==> config.mk <==
export PLATFORM = sky130hd
export DESIGN_NAME = synth_top
export DESIGN_NICKNAME = d
export VERILOG_FILES = /design/src/rtl/synth_pkg.sv /design/src/rtl/command_rx.sv /design/src/rtl/tone_source.sv /design/src/rtl/quadrature_knob.sv /design/src/rtl/envelope_source.sv /design/src/rtl/i2s_output.sv /design/src/rtl/synth_top.sv
export SDC_FILE = /design/constraint.sdc
export NUM_CORES = 1
export LEC_CHECK = 0
export BUFFER_PORTS_ARGS = -buffer_cell sky130_fd_sc_hd__buf_4
export CAP_MARGIN = 40
export CORE_MARGIN = 4
export CORE_UTILIZATION = 50
export DETAILED_ROUTE_END_ITERATION = 10
export HOLD_SLACK_MARGIN = 0.03
export PLACE_DENSITY = 0.7
export SLEW_MARGIN = 20
export SYNTH_ARGS = -nofsm -noshare
export SYNTH_HDL_FRONTEND = slang
export SYNTH_HIERARCHICAL = 1
export SYNTH_SLANG_ARGS = --single-unit
==> constraint.sdc <==
create_clock -name clk -period 11.95 [get_ports clk]
set_input_delay 2.39 -clock clk [delete_from_list [all_inputs] [get_ports clk]]
set_output_delay 2.39 -clock clk [all_outputs]
set_load 0.005 [all_outputs]
==> src/rtl/synth_pkg.sv <==
package synth_pkg;

    localparam int sample_w = 8;          // Samples, settings, amplitude
    localparam int note_w = 6;            // Note code from the receiver
    localparam int div_w = 16;            // Note divisor width

    localparam int notes_per_octave = 12;
    localparam int note_count = 36;       // Three octaves

    // Lowest octave C to B, one step every divisor+1 cycles
    localparam logic [div_w-1:0] note_base [notes_per_octave] = '{
        16'd239,  // C
        16'd225,  // C sharp
        16'd213,  // D
        16'd201,  // D sharp
        16'd190,  // E
        16'd179,  // F
        16'd169,  // F sharp
        16'd159,  // G
        16'd150,  // G sharp
        16'd142,  // A
        16'd134,  // A sharp
        16'd127   // B
    };

    localparam logic [7:0] cmd_noise_on = 8'h4E;   // 'N'
    localparam logic [7:0] cmd_noise_off = 8'h46;  // 'F'
    localparam logic [7:0] cmd_tri = 8'h54;        // 'T'
    localparam logic [7:0] cmd_saw = 8'h53;        // 'S'
    localparam logic [7:0] cmd_square = 8'h51;     // 'Q'

    typedef enum logic [1:0] {
        wave_tri,
        wave_saw,
        wave_square
    } wave_t;

    typedef enum logic [2:0] {
        adsr_idle,
        adsr_attack,
        adsr_decay,
        adsr_sustain,
        adsr_release
    } adsr_state_t;

    localparam int hold_cycles = 256;               // Idle and sustain hold length
    localparam logic [15:0] lfsr_seed = 16'hACE1;
    localparam int frame_bits = 16;                 // Bits per I2S word

endpackage

==> src/rtl/command_rx.sv <==
`timescale 1ns/1ps

module command_rx import synth_pkg::*; (
    input  logic              clk,
    input  logic              rst_n,
    input  logic              rx,
    output logic [note_w-1:0] note,
    output wave_t             wave,
    output logic              noise_on
);

    typedef enum logic [1:0] {
        rx_idle,
        rx_receive,
        rx_decode
    } rx_state_t;

    rx_state_t  state;
    logic       rx_meta;
    logic       rx_sync;
    logic       rx_last;
    logic [2:0] bit_cnt;
    logic [7:0] rx_byte;
    logic       start_edge;

    assign start_edge = rx_last & ~rx_sync;  // Falling edge on the synced line

    always_ff @(posedge clk) begin
        if (!rst_n) begin
            rx_meta <= 1'b1;
            rx_sync <= 1'b1;
            rx_last <= 1'b1;
        end else begin
            rx_meta <= rx;
            rx_sync <= rx_meta;
            rx_last <= rx_sync;
        end
    end

    always_ff @(posedge clk) begin
        rx_byte[bit_cnt] <= (state == rx_receive) ? rx_sync : rx_byte[bit_cnt];
    end

    always_ff @(posedge clk) begin
        if (!rst_n) begin
            state <= rx_idle;
            bit_cnt <= 3'd0;
            note <= '0;
            wave <= wave_tri;
            noise_on <= 1'b0;
        end else begin
            case (state)
                rx_idle: begin
                    bit_cnt <= 3'd0;
                    if (start_edge) state <= rx_receive;
                end
                rx_receive: begin
                    bit_cnt <= bit_cnt + 3'd1;  // LSB first
                    if (bit_cnt == 3'd7) state <= rx_decode;
                end
                rx_decode: begin
                    case (rx_byte)
                        cmd_noise_on:  noise_on <= 1'b1;
                        cmd_noise_off: noise_on <= 1'b0;
                        cmd_tri:       wave <= wave_tri;
                        cmd_saw:       wave <= wave_saw;
                        cmd_square:    wave <= wave_square;
                        default: begin
                            if (rx_byte >= 8'h30 && rx_byte <= 8'h39) begin
                                note <= note_w'(rx_byte - 8'h30);  // Digits 0 to 9
                            end else if (rx_byte >= 8'h41 && rx_byte <= 8'h5A) begin
                                note <= note_w'(rx_byte - 8'h37);  // Letters 10 to 35
                            end
                        end
                    endcase
                    state <= rx_idle;
                end
                default: state <= rx_idle;
            endcase
        end
    end

endmodule

==> src/rtl/tone_source.sv <==
`timescale 1ns/1ps

module tone_source import synth_pkg::*; (
    input  logic                clk,
    input  logic                rst_n,
    input  logic                ena,
    input  logic                noise_on,
    input  logic [note_w-1:0]   note,
    input  wave_t               wave,
    output logic [sample_w-1:0] tone
);

    logic [note_w-1:0]   note_sel;
    logic [note_w-1:0]   note_idx;
    logic [note_w-1:0]   octave;
    logic [div_w-1:0]    divisor;
    logic [div_w-1:0]    div_cnt;
    logic                step;
    logic [sample_w-1:0] tri_cnt;
    logic                tri_up;
    logic [sample_w-1:0] saw_cnt;
    logic                square_high;
    logic [sample_w-1:0] square_level;
    logic [15:0]         lfsr;

    // Codes past the table fall back to the lowest C
    assign note_sel = (note < note_w'(note_count)) ? note : '0;
    assign note_idx = note_sel % note_w'(notes_per_octave);
    assign octave = note_sel / note_w'(notes_per_octave);
    assign divisor = note_base[note_idx[3:0]] >> octave;  // Each octave halves it

    assign step = ena && (div_cnt == '0);
    assign square_level = {sample_w{square_high}};  // 0 or 255

    always_ff @(posedge clk) begin
        if (!rst_n) begin
            div_cnt <= '0;
        end else if (ena) begin
            div_cnt <= step ? divisor : div_cnt - 1'b1;
        end
    end

    always_ff @(posedge clk) begin
        if (!rst_n) begin
            tri_cnt <= '0;
            tri_up <= 1'b1;
            saw_cnt <= '0;
            square_high <= 1'b0;
        end else if (step) begin
            saw_cnt <= saw_cnt + 1'b1;
            square_high <= ~square_high;
            if (tri_up) begin
                if (tri_cnt != '1) tri_cnt <= tri_cnt + 1'b1;
                else tri_up <= 1'b0;  // Turn at the top
            end else begin
                if (tri_cnt != '0) tri_cnt <= tri_cnt - 1'b1;
                else tri_up <= 1'b1;
            end
        end
    end

    // Taps x16+x14+x13+x11
    always_ff @(posedge clk) begin
        if (!rst_n) begin
            lfsr <= lfsr_seed;
        end else if (ena && noise_on) begin
            lfsr <= {lfsr[14:0], lfsr[15] ^ lfsr[13] ^ lfsr[12] ^ lfsr[10]};
        end
    end

    always_comb begin
        if (noise_on) begin
            tone = lfsr[15:8];  // Noise overrides the wave
        end else begin
            case (wave)
                wave_saw:    tone = saw_cnt;
                wave_square: tone = square_level;
                default:     tone = tri_cnt;
            endcase
        end
    end

endmodule

==> src/rtl/quadrature_knob.sv <==
`timescale 1ns/1ps

module quadrature_knob import synth_pkg::*; (
    input  logic                clk,
    input  logic                rst_n,
    input  logic                ena,
    input  logic                a,
    input  logic                b,
    output logic [sample_w-1:0] value
);

    logic a_prev;
    logic b_prev;

    always_ff @(posedge clk) begin
        if (!rst_n) begin
            a_prev <= 1'b0;
            b_prev <= 1'b0;
            value <= '0;
        end else if (ena) begin
            a_prev <= a;
            b_prev <= b;
            case ({a, a_prev, b, b_prev})
                4'b1000, 4'b0111: value <= value + 1'b1;  // Forward, wraps
                4'b0010, 4'b1101: value <= value - 1'b1;  // Backward
                default: value <= value;
            endcase
        end
    end

endmodule

==> src/rtl/envelope_source.sv <==
`timescale 1ns/1ps

module envelope_source import synth_pkg::*; (
    input  logic                clk,
    input  logic                rst_n,
    input  logic                ena,
    input  logic [3:0]          knob_a,
    input  logic [3:0]          knob_b,
    output logic [sample_w-1:0] amplitude
);

    logic [sample_w-1:0]            setting [4];  // Attack, decay, sustain, release
    logic [sample_w-1:0]            decay_step;
    logic [sample_w-1:0]            release_step;
    logic [$clog2(hold_cycles)-1:0] hold_cnt;
    logic                           hold_done;
    adsr_state_t                    state;

    for (genvar i = 0; i < 4; i++) begin : g_knob
        quadrature_knob u_knob (
            .clk   (clk),
            .rst_n (rst_n),
            .ena   (ena),
            .a     (knob_a[i]),
            .b     (knob_b[i]),
            .value (setting[i])
        );
    end

    // A zero rate still moves so the envelope cannot stall
    assign decay_step = (setting[1] == '0) ? sample_w'(1) : setting[1];
    assign release_step = (setting[3] == '0) ? sample_w'(1) : setting[3];
    assign hold_done = (hold_cnt == '1);

    always_ff @(posedge clk) begin
        if (!rst_n) begin
            state <= adsr_idle;
            hold_cnt <= '0;
            amplitude <= '0;
        end else if (ena) begin
            case (state)
                adsr_idle: begin
                    hold_cnt <= hold_cnt + 1'b1;
                    if (hold_done) state <= adsr_attack;
                end
                adsr_attack: begin
                    if (amplitude < setting[0]) amplitude <= amplitude + 1'b1;
                    else state <= adsr_decay;
                end
                adsr_decay: begin
                    if (amplitude > setting[2]) begin
                        if (amplitude - setting[2] > decay_step) begin
                            amplitude <= amplitude - decay_step;
                        end else begin
                            amplitude <= setting[2];  // Stop at sustain
                        end
                    end else begin
                        state <= adsr_sustain;
                    end
                end
                adsr_sustain: begin
                    hold_cnt <= hold_cnt + 1'b1;  // Level stays where decay left it
                    if (hold_done) state <= adsr_release;
                end
                adsr_release: begin
                    if (amplitude != '0) begin
                        amplitude <= (amplitude > release_step) ? amplitude - release_step : '0;
                    end else begin
                        state <= adsr_idle;
                    end
                end
                default: state <= adsr_idle;
            endcase
        end
    end

endmodule

==> src/rtl/i2s_output.sv <==
`timescale 1ns/1ps

module i2s_output import synth_pkg::*; (
    input  logic                clk,
    input  logic                rst_n,
    input  logic                ena,
    input  logic [sample_w-1:0] tone,
    input  logic [sample_w-1:0] amplitude,
    output logic                sck,
    output logic                ws,
    output logic                sd
);

    logic [2*sample_w-1:0]         product;
    logic [sample_w-1:0]           scaled;
    logic [frame_bits-1:0]         next_word;
    logic [frame_bits-1:0]         shift_word;
    logic [$clog2(frame_bits)-1:0] bit_cnt;
    logic                          word_end;

    assign product = tone * amplitude;
    assign next_word = {scaled, scaled};  // Byte sent twice per word
    assign word_end = (bit_cnt == '1);

    always_ff @(posedge clk) begin
        if (ena) scaled <= product[2*sample_w-1:sample_w];  // Upper byte of the product
    end

    // Everything below moves on the sck falling edge
    always_ff @(posedge clk) begin
        if (ena && sck) begin
            if (word_end) shift_word <= {next_word[frame_bits-2:0], 1'b0};
            else shift_word <= {shift_word[frame_bits-2:0], 1'b0};
        end
    end

    always_ff @(posedge clk) begin
        if (!rst_n) begin
            sck <= 1'b0;
            ws <= 1'b0;
            sd <= 1'b0;
            bit_cnt <= '1;  // First falling edge starts a word
        end else if (ena) begin
            sck <= ~sck;
            if (sck) begin
                bit_cnt <= bit_cnt + 1'b1;
                if (word_end) begin
                    ws <= ~ws;  // Together with the MSB
                    sd <= next_word[frame_bits-1];
                end else begin
                    sd <= shift_word[frame_bits-1];
                end
            end
        end
    end

endmodule

==> src/rtl/synth_top.sv <==
`timescale 1ns/1ps

module synth_top import synth_pkg::*; (
    input  logic       clk,
    input  logic       rst_n,
    input  logic       ena,
    input  logic       rx,
    input  logic [3:0] knob_a,
    input  logic [3:0] knob_b,
    output logic       sck,
    output logic       ws,
    output logic       sd
);

    logic [note_w-1:0]   note;
    wave_t               wave;
    logic                noise_on;
    logic [sample_w-1:0] tone;
    logic [sample_w-1:0] amplitude;

    command_rx u_command_rx (
        .clk      (clk),
        .rst_n    (rst_n),
        .rx       (rx),
        .note     (note),
        .wave     (wave),
        .noise_on (noise_on)
    );

    tone_source u_tone_source (
        .clk      (clk),
        .rst_n    (rst_n),
        .ena      (ena),
        .noise_on (noise_on),
        .note     (note),
        .wave     (wave),
        .tone     (tone)
    );

    envelope_source u_envelope_source (
        .clk       (clk),
        .rst_n     (rst_n),
        .ena       (ena),
        .knob_a    (knob_a),
        .knob_b    (knob_b),
        .amplitude (amplitude)
    );

    i2s_output u_i2s_output (
        .clk       (clk),
        .rst_n     (rst_n),
        .ena       (ena),
        .tone      (tone),
        .amplitude (amplitude),
        .sck       (sck),
        .ws        (ws),
        .sd        (sd)
    );

endmodule

==> parameters.txt, run 1 <==
Parameter                              Value

Detailed routing
  Number of search-and-repair iterations in the first detailed-routing pass ... 5
  Count of routing violations after the opening detailed-route iteration ... 664
  Average wire per standard cell ... between 15 and 20 microns
  Count of unresolved DRC violations after routing ... 0
  Detailed-route vias per instance ... about 5.8
  Count of antenna-violating nets left after detailed routing ... 0
  Total via count in the routed design ... between 10,000 and 15,000
  Total wirelength of the detailed-routed design ... 29,000 microns

Synthesis
  Proportion of synthesized chip area in sequential cells ... 0.265
  Synthesized-area fraction occupied by and/or/nand/nor cells ... 0.214
  Fraction of the mapped netlist area in adder cells ... 0.180
  Syn nets ... around 1,800
  Post-synthesis cell count ... roughly 1,600
  Number of distinct library cell variants in the gate-level netlist after synthesis ... 96
  Dominant combinational cell family by area after synthesis ... simple AND/OR/NAND/NOR gates
  Mux contribution to synthesized area ... 0.0359
  Top cell type's share of synthesized area ... 0.197
  Synth Flop Type ... dfxtp_1
  EDFF count, synth ... 31
  Largest area contributor in the netlist ... dfxtp_1
  Yosys reg bits ... about 160
  Cell types with the highest counts after synthesis ... 188 x nand2_1, 133 x dfxtp_1, 126 x ha_1, 108 x inv_1, 105 x a21oi_1
  Total standard cell area after synthesis ... 0.0135 sq mm
  Main area contributors after synthesis ... dfxtp_1 20%, ha_1 12%, edfxtp_1 6.9%
  Post-synthesis average cell area ... 8.63 sq um
  Ys async rst share ... 0
  Cell with the most instances after synthesis ... nand2_1
  Area share of xor/xnor cells in the synthesized design ... 0.0621
  Warnings from Yosys ... 6
  Share of the synthesized area in compound gates (AO/OA/AOI/OAI) ... 0.193

CTS
  Level count of the clock H-tree ... 4
  Buffers inserted during post-CTS setup optimization ... 0
  Insertion delay to the later sink of the worst-skew pair ... 0.44 ns
  TritonCTS clock tree ... done
  Number of buffers inserted during clock tree synthesis ... 17
  Buffer depth of the longest clock path ... 2
  Clock-pin transition on the worst setup and hold timing paths ... 0.07 ns
  Num Clock Sinks ... 164
  Clock root buffer ... clkbuf_16
  Hold-fix buffer count after cts ... 0
  Quantity of gates resized following cts ... 0

STA
  Worst max-slew margin expressed relative to the limit ... 0.435
  Timing-limited maximum frequency ... around 170 MHz
  Count of final hold-check violations ... 0
  Measured slew at the worst slew-check pin ... about 0.85 ns
  Setup TNS ... 0 ns
  Setup Skew ... around 0.011 ns
  Final period utilization ... 0.488
  RSZ-0062 raised after global routing ... no
  Final WS setup ... 6.12 ns
  Count of pins over their slew limit ... 0
  Post-layout min period ... 5.83 ns
  Final setup violation count ... 0

Global routing
  Total Routing Usage GR ... 0.195
  GR Layer Usage met2 ... 0.326
  GR Util met3 ... 0.0269
  Global route hottest layer ... met2
  Antenna violations before repair ... 0
  Overall overflow remaining after global route ... 0
  First-pass GRT wire length ... 50,200 microns
  Maximum number of pins on one net before global-route repair ... 69
  Vias in the first global route ... 10,600
  Global-route track usage on met1 ... 0.271

Run status
  Status ... completed

Place
  Gp weighted congestion ... 0.884
  Pre-CTS setup slack ... 6.25 ns
  Final HPWL from detailed placement ... roughly 21,000 microns
  Count of input and output buffers ... 14

Die
  Die boundary height ... around 170 microns
  Placement Rows ... 59
  Die X-Extent ... 173 microns
  Effective utilization at floorplan ... 0.514
  I/O Pins ... 15
  Floorplan core area ... approximately 0.026 sq mm
  Die Area ... 0.0298 sq mm

Worst setup path
  Worst path arrival time ... 6.00 ns
  Worst setup startpoint ... u_command_rx/wave[0]$_SDFFE_PN0P_
  Crit end category ... register
  R2R setup slack ... 6.12 ns
  Category of the worst setup path launch point ... register
  Delay of the slowest critical-path stage ... 0.64 ns
  Max Fanout on Critical Path ... 16
  Cells traversed along the worst timing path ... inv_1, ha_1, nor2_1, a21oi_1, o21ai_0, nand2_1, fa_1, fa_1, inv_1, fa_1, fa_1, ha_1, a2111oi_4, o31ai_2, a41oi_2, o21ai_1, xor2_1
  Buffering stage count on the worst path with inverters included ... 2
  Worst setup path category ... reg -> reg
  Most common cell type on the critical path ... fa_1
  Required time worst endpoint ... 12.12 ns
  Cell with the largest stage delay on the worst path ... o21ai_0
  Delay-heaviest family, CP ... adder cells
  Source of the worst register-to-register timing path ... u_command_rx/wave[0]$_SDFFE_PN0P_

Layout
  Share of layout cells above drive strength 1 ... 0.0682
  Post-synthesis to final-layout area growth ... 6.81%
  Net count, final ... between 1,500 and 2,000
  Inserted Diodes ... 0
  Number of filler instances in the final layout ... between 2,000 and 2,500

Worst hold path
  Launch instance of the worst min-delay path ... u_command_rx/rx_meta$_SDFF_PN1_
  Path type of the worst min-delay path ... reg -> reg

Pwr
  Worst VDD drop ... between 0.1 and 0.15 mV
  Design Power ... 1500 uW
  Static leakage ... approximately 0.0062 uW
  Power density normalized to cell area ... 104 mW/mm^2

Flow run
  Total of max-cap violations ... 0
-- kinds of logic (layout without fill, tap and decap cells) --
logic type      after synthesis  in the layout
simple gates                552            552
compound gates              375            375
fa+ha+maj                   169            169
buf+inv                     166            165
flops                       164            164
xor+xnor                     96             96
mux                          47             47
-- layer usage --
| metal | wire length (microns) | up-vias |
|---|---|---|
| li1 | - | 5531 |
| met1 | 14100 | 5192 |
| met2 | 13500 | 212 |
| met3 | 1060 | 29 |
| met4 | 316 | 0 |
| met5 | 0 | - |
-- where the power goes --
group	switching, uW	leakage [uW]	internal (uW)
registers	34.6	0.00138	598
logic	182	0.00451	140
clock network	250	0.000286	299
-- cells in the final DEF, fill, tap and decap left out, types with 6 or more instances in the layout --
cell type	netlist	routed
nor4b_1	9	9
o211ai_1	9	9
nor4_1	6	6
o22ai_1	7	7
o21bai_1	16	16
nor2_1	89	89
fa_1	43	43
clkbuf_16	0	17
or3_1	10	10
xnor2_1	57	57
nand4_1	18	18
dfxtp_1	133	133
ha_1	126	126
o21ai_0	51	51
mux2i_1	44	44
buf_4	1	20
edfxtp_1	31	31
o31ai_1	7	7
a31oi_1	13	13
a311o_1	8	8
o21a_1	7	7
a21oi_1	105	105
nand2_2	6	6
xor2_1	39	39
inv_1	108	108
nand2b_1	17	17
o21ai_1	24	24
inv_6	0	7
a211oi_1	27	27
nor3_1	24	23
a21o_1	31	31
and2_1	72	72
a211oi_2	8	8
nand2_1	188	188
nand3_1	34	34
nor2b_1	27	27
-- flip-flops by register name, summed over array words and instances (netlist names), 15 cells and up --
name                                   flops
u_tone_source/lfsr                        16
u_tone_source/div_cnt                     16
u_envelope_source/g_knob.u_knob/value     32
u_i2s_output/shift_word                   15
-- area by class of cell --
| type | count | area (sq um) | area share |
|---|---|---|---|
| multi-input cells | 1239 | 9270 | 0.641 |
| flip-flops and latches | 164 | 3590 | 0.249 |
| clock buffers | 19 | 443 | 0.0306 |
| well taps | 335 | 419 | 0.0290 |
| inverters | 111 | 417 | 0.0288 |
| repair buffers | 22 | 180 | 0.0125 |
| clock inverters | 13 | 134 | 0.00926 |
-- path summary, 6_finish.rpt --
path / endpoint / depth (start not counted)
hold / removal: u_command_rx/rx_sync$_SDFF_PN1_ / 1
hold reg to reg: u_command_rx/rx_sync$_SDFF_PN1_ / 1
setup reg to reg: u_i2s_output/scaled[4]$_DFFE_PP_ / 17
setup / recovery: u_i2s_output/scaled[4]$_DFFE_PP_ / 17
-- per-stage QoR --
stage / instance area (sq um) / hold WS [ns] / util / instances
after floorplan: 13500 / 0.386 / - / 1569
after global placement: 13800 / 0.427 / 0.525 / 1867
after detailed placement: 13900 / 0.425 / 0.527 / 1871
after CTS: 14500 / 0.441 / 0.549 / 1903
after global routing: 14500 / 0.465 / 0.549 / 1903
final: 14500 / 0.429 / 0.549 / 1903
Power figures use the tool's default switching activity.
==> inputs of run 2 (changes only) <==
--- a/config.mk
+++ b/config.mk
@@ -5,13 +5,14 @@
 export SDC_FILE = /design/constraint.sdc
 export NUM_CORES = 1
 export LEC_CHECK = 0
+export ABC_AREA = 1
 export BUFFER_PORTS_ARGS = -buffer_cell sky130_fd_sc_hd__buf_4
 export CAP_MARGIN = 40
 export CORE_MARGIN = 4
 export CORE_UTILIZATION = 50
 export DETAILED_ROUTE_END_ITERATION = 10
 export HOLD_SLACK_MARGIN = 0.03
-export PLACE_DENSITY = 0.7
+export PLACE_DENSITY = 0.73
 export SLEW_MARGIN = 20
 export SYNTH_ARGS = -nofsm -noshare
 export SYNTH_HDL_FRONTEND = slang
==> constraint.sdc (replaced) <==
create_clock -name clk -period 4.84 [get_ports clk]
set_input_delay 0.968 -clock clk [delete_from_list [all_inputs] [get_ports clk]]
set_output_delay 0.968 -clock clk [all_outputs]
set_load 0.005 [all_outputs]
==> run 2 against run 1 <==
Effect of this change:
- die area rose by 5.2%
- final cell count grew 34%
- via count is 21% higher
- critical endpoint is now u_i2s_output/scaled[7]$_DFFE_PP_
- highest routed layer unchanged
==> parameters.txt, run 2 <==
Parameter                              Value

Run status
  Status ... completed

Global routing
  Antenna violations before repair ... 0 (unchanged)
  Overall overflow remaining after global route ... 0 (unchanged)
  Vias in the first global route ... 12,500 (+18%)
  Maximum number of pins on one net before global-route repair ... 59 (-14%)
  First-pass GRT wire length ... 55,000 microns (+9.7%)
  Total Routing Usage GR ... 0.206 (+0.0114)

CTS
  Insertion delay to the later sink of the worst-skew pair ... 0.44 ns (about the same)
  TritonCTS clock tree ... done
  Buffer depth of the longest clock path ... 2 (unchanged)
  Clock root buffer ... clkbuf_16
  Level count of the clock H-tree ... 4 (unchanged)
  Num Clock Sinks ... 164 (unchanged)
  Number of buffers inserted during clock tree synthesis ... 17 (unchanged)
  Hold-fix buffer count after cts ... 0 (unchanged)
  Clock-pin transition on the worst setup and hold timing paths ... 0.07 ns (about the same)

Die
  Effective utilization at floorplan ... 0.510 (-0.00394)
  Die X-Extent ... 177 microns (+2.6%)
  Floorplan core area ... 0.0280 sq mm (+6.3%)
  Die boundary height ... 177 microns (+2.6%)
  I/O Pins ... 15 (unchanged)
  Die Area ... 0.0313 sq mm (+5.2%)
  Placement Rows ... 61 (+3.4%)

Pwr
  Worst VDD drop ... 0.225 mV (+120%)
  Part of the total power dissipated in sequential elements ... 0.362 (-0.059)
  Logic pwr share ... 0.319 (+0.105)
  Int Power ... 2790 uW (+170%)
  Switching power ... 1590 uW (+240%)
  Power density normalized to cell area ... 280 mW/mm^2 (+170%)
  Net switching share of the total power ... 0.364 (+0.0535)
  Part of the power in the clock network ... 0.319 (-0.046)
  Static leakage ... 0.00827 uW (+34%)

Layout
  Number of flip-flops in the largest register ... 32 (unchanged)
  Area of combinational cells with multiple inputs ... 0.00924 sq mm (-0.36%)
  Most common cell after layout, fill and taps aside ... nand2_1
  Number of filler instances in the final layout ... 2,658 (+10%)
  Share of layout cells above drive strength 1 ... 0.0895 (+0.0212)
  Most frequent cells in the layout ... 591 x nand2_1, 360 x inv_1, 206 x nor2_1
  Cell Count, Final, Fillers Out ... 2,546 (+34%)
  Registers with the highest flip-flop counts ... u_envelope_source/g_knob.u_knob/value (32), u_tone_source/div_cnt (16), u_tone_source/lfsr (16)
  Inserted Diodes ... 0 (unchanged)
  Register with the most flip-flops ... u_envelope_source/g_knob.u_knob/value
  Net count, final ... 2,336 (+35%)
  Post-synthesis to final-layout area growth ... 9.43%
  Sequential cell area ... 0.00359 sq mm (about the same)

Worst setup path
  Crit end category ... register
  R2R setup slack ... 0.18 ns (-5.94 ns)
  Capture instance of the worst register-to-register path ... u_i2s_output/scaled[7]$_DFFE_PP_
  Max Fanout on Critical Path ... 8 (-8)
  Worst setup path category ... reg -> reg
  Worst Reg-to-Reg Cells ... 22 (+5)
  Required time worst endpoint ... 5.03 ns (-7.09 ns)
  Worst path arrival time ... 4.85 ns (-1.15 ns)
  Source of the worst register-to-register timing path ... u_command_rx/wave[0]$_SDFFE_PN0P_
  Category of the worst setup path launch point ... register

Synthesis
  Cell types with the highest counts after synthesis ... 598 x nand2_1, 360 x inv_1, 207 x nor2_1, 139 x nand3_1, 133 x dfxtp_1
  Syn nets ... 2,309 (+32%)
  EDFF count, synth ... 31 (unchanged)
  Cell with the most instances after synthesis ... nand2_1
  Ys async rst share ... 0 (unchanged)
  Proportion of synthesized chip area in sequential cells ... 0.252 (-0.0138)
  Post-synthesis average cell area ... 6.71 sq um (-22%)
  Post-synthesis cell count ... 2,128 (+36%)
  Number of distinct library cell variants in the gate-level netlist after synthesis ... 61 (-36%)
  Warnings from Yosys ... 6 (unchanged)
  Total standard cell area after synthesis ... 0.0143 sq mm (+5.5%)
  Largest area contributor in the netlist ... dfxtp_1
  Main area contributors after synthesis ... dfxtp_1 19%, nand2_1 16%, ha_1 11%
  Synth Flop Type ... dfxtp_1
  Yosys reg bits ... 164 (unchanged)
  Top cell type's share of synthesized area ... 0.186 (-0.0102)

STA
  Setup TNS ... 0 ns (unchanged)
  Worst hold-check slack ... 0.444 ns (+0.0150 ns)
  Setup Skew ... 0.0142 ns (+0.00302 ns)
  Timing-limited maximum frequency ... 215 MHz (+25%)
  Final period utilization ... 0.963 (+0.475)
  Final setup violation count ... 0 (unchanged)
  Post-layout min period ... 4.66 ns (-1.17 ns)
  Measured slew at the worst slew-check pin ... 0.725 ns (-0.120 ns)
  Count of pins over their slew limit ... 0 (unchanged)
  Count of final hold-check violations ... 0 (unchanged)
  Final WS setup ... 0.179 ns (-5.94 ns)
  Worst max-slew margin expressed relative to the limit ... 0.513 (+0.0772)

Detailed routing
  Count of routing violations after the opening detailed-route iteration ... 867 (+31%)
  Detailed-route vias per instance ... 5.19 (-9.9%)
  Average wire per standard cell ... 12.5 microns (-18%)
  Count of antenna-violating nets left after detailed routing ... 0 (unchanged)
  Number of search-and-repair iterations in the first detailed-routing pass ... 5 (unchanged)
  Total wirelength of the detailed-routed design ... 31,700 microns (+9.5%)
  Count of unresolved DRC violations after routing ... 0 (unchanged)
  Total via count in the routed design ... 13,200 (+21%)

Place
  Pre-CTS setup slack ... -0.0166 ns (-6.27 ns)
  Final HPWL from detailed placement ... 23,900 microns (+13%)
  Gp weighted congestion ... 0.923 (+4.4%)
  Count of input and output buffers ... 14 (unchanged)
  Cell total after placement ... 2,512 (+34%)

Worst hold path
  Path type of the worst min-delay path ... reg -> reg
  Worst min-delay path endpoint ... u_command_rx/rx_sync$_SDFF_PN1_
  Hold Path Stages ... 1 (unchanged)
  Launch instance of the worst min-delay path ... u_command_rx/rx_meta$_SDFF_PN1_

Flow run
  Total of max-cap violations ... 0 (unchanged)
==> run 2: cell count changes after synthesis, moves of 41 or more <==
| cell | before | now |
|---|---|---|
| xnor2_1 | 57 | 16 |
| nor2_1 | 89 | 207 |
| nand3_1 | 34 | 139 |
| nand2_1 | 188 | 598 |
| inv_1 | 108 | 360 |
| mux2i_1 | 44 | 0 |
| and2_1 | 72 | 0 |
==> run 2: through the flow <==
stage               power, uW  instance area (sq um)  utilization
floorplan                2660                  14300            -
global route             4680                  15600        0.558
detailed placement       2980                  14900        0.532
CTS                      4400                  15500        0.553
global placement         2930                  14900        0.532
finish                   4380                  15600        0.558
==> run 2: timing repair <==
| item | CTS | global route |
|---|---|---|
| gates resized for setup | 2 | 27 |
| pin swaps | 0 | 22 |
| endpoints found under the hold margin | 0 | 0 |
| setup endpoints to repair | 1 | 8 |
| buffers inserted | 0 | 2 |
==> run 2: layer usage <==
layer,part of all wire,up-vias,GRT usage
met5,0,-,0
met4,0.018,0,0.0622
met3,0.039,48,0.0293
met2,0.48,257,0.359
met1,0.47,6126,0.265
li1,-,6787,-
==> run 2: worst max path at each step <==
stage	from	to	slack, ns	cells after the start
finish	u_command_rx/wave[0]$_SDFFE_PN0P_	u_i2s_output/scaled[7]$_DFFE_PP_	0.18	22
global placement	u_command_rx/wave[0]$_SDFFE_PN0P_	u_i2s_output/scaled[6]$_DFFE_PP_	0.05	20
CTS	u_command_rx/wave[0]$_SDFFE_PN0P_	u_i2s_output/scaled[5]$_DFFE_PP_	0.03	22
floorplan	u_command_rx/wave[0]$_SDFFE_PN0P_	u_i2s_output/scaled[7]$_DFFE_PP_	0.008	24
detailed placement	u_command_rx/wave[0]$_SDFFE_PN0P_	u_i2s_output/scaled[6]$_DFFE_PP_	-0.02	20
global route	u_command_rx/wave[0]$_SDFFE_PN0P_	u_i2s_output/scaled[7]$_DFFE_PP_	-0.06	22
==> run 2: power by group through the flow <==
| stage | Sequential, uW | Combinational, uW | Clock, uW |
|---|---|---|---|
| floorplan | 1590 | 1070 | 0 |
| global placement | 1610 | 1330 | 0 |
| detailed placement | 1610 | 1370 | 0 |
| CTS | 1580 | 1380 | 1430 |
| global route | 1600 | 1600 | 1490 |
| finish | 1580 | 1400 | 1400 |
==> run 2: layout make-up <==
cell class,count,share of cell area
multi-input combinational,1555,0.591
sequential,164,0.230
inverter,375,0.0901
tap,378,0.0303
clock buffer,19,0.0277
timing repair buffer,42,0.0202
clock inverter,13,0.0103
==> run 2: kinds of logic after synthesis <==
group                    count (synthesis)  synth area share
flip-flops                             164             0.252
adder cells (fa/ha/maj)                169             0.171
AND/OR/NAND/NOR                       1098             0.339
XOR/XNOR                                47            0.0294
AO/OA/AOI/OAI                          241            0.0987
buffers and inverters                  409             0.111
==> run 2: critical path, stage by stage, from the launching register on <==
cell,delay [ns]
dfxtp_2,0.33
inv_1,0.06
ha_4,0.26
a21oi_4,0.20
o21ai_1,0.10
a22o_1,0.26
nand2_1,0.09
inv_1,0.05
fa_1,0.49
fa_1,0.53
fa_1,0.51
inv_1,0.05
fa_1,0.41
inv_1,0.07
ha_2,0.31
nand2_2,0.10
nand2_2,0.07
a31oi_4,0.17
nor2_1,0.06
nor2_1,0.15
nand2_1,0.07
nand2_1,0.05
nand2_1,0.04
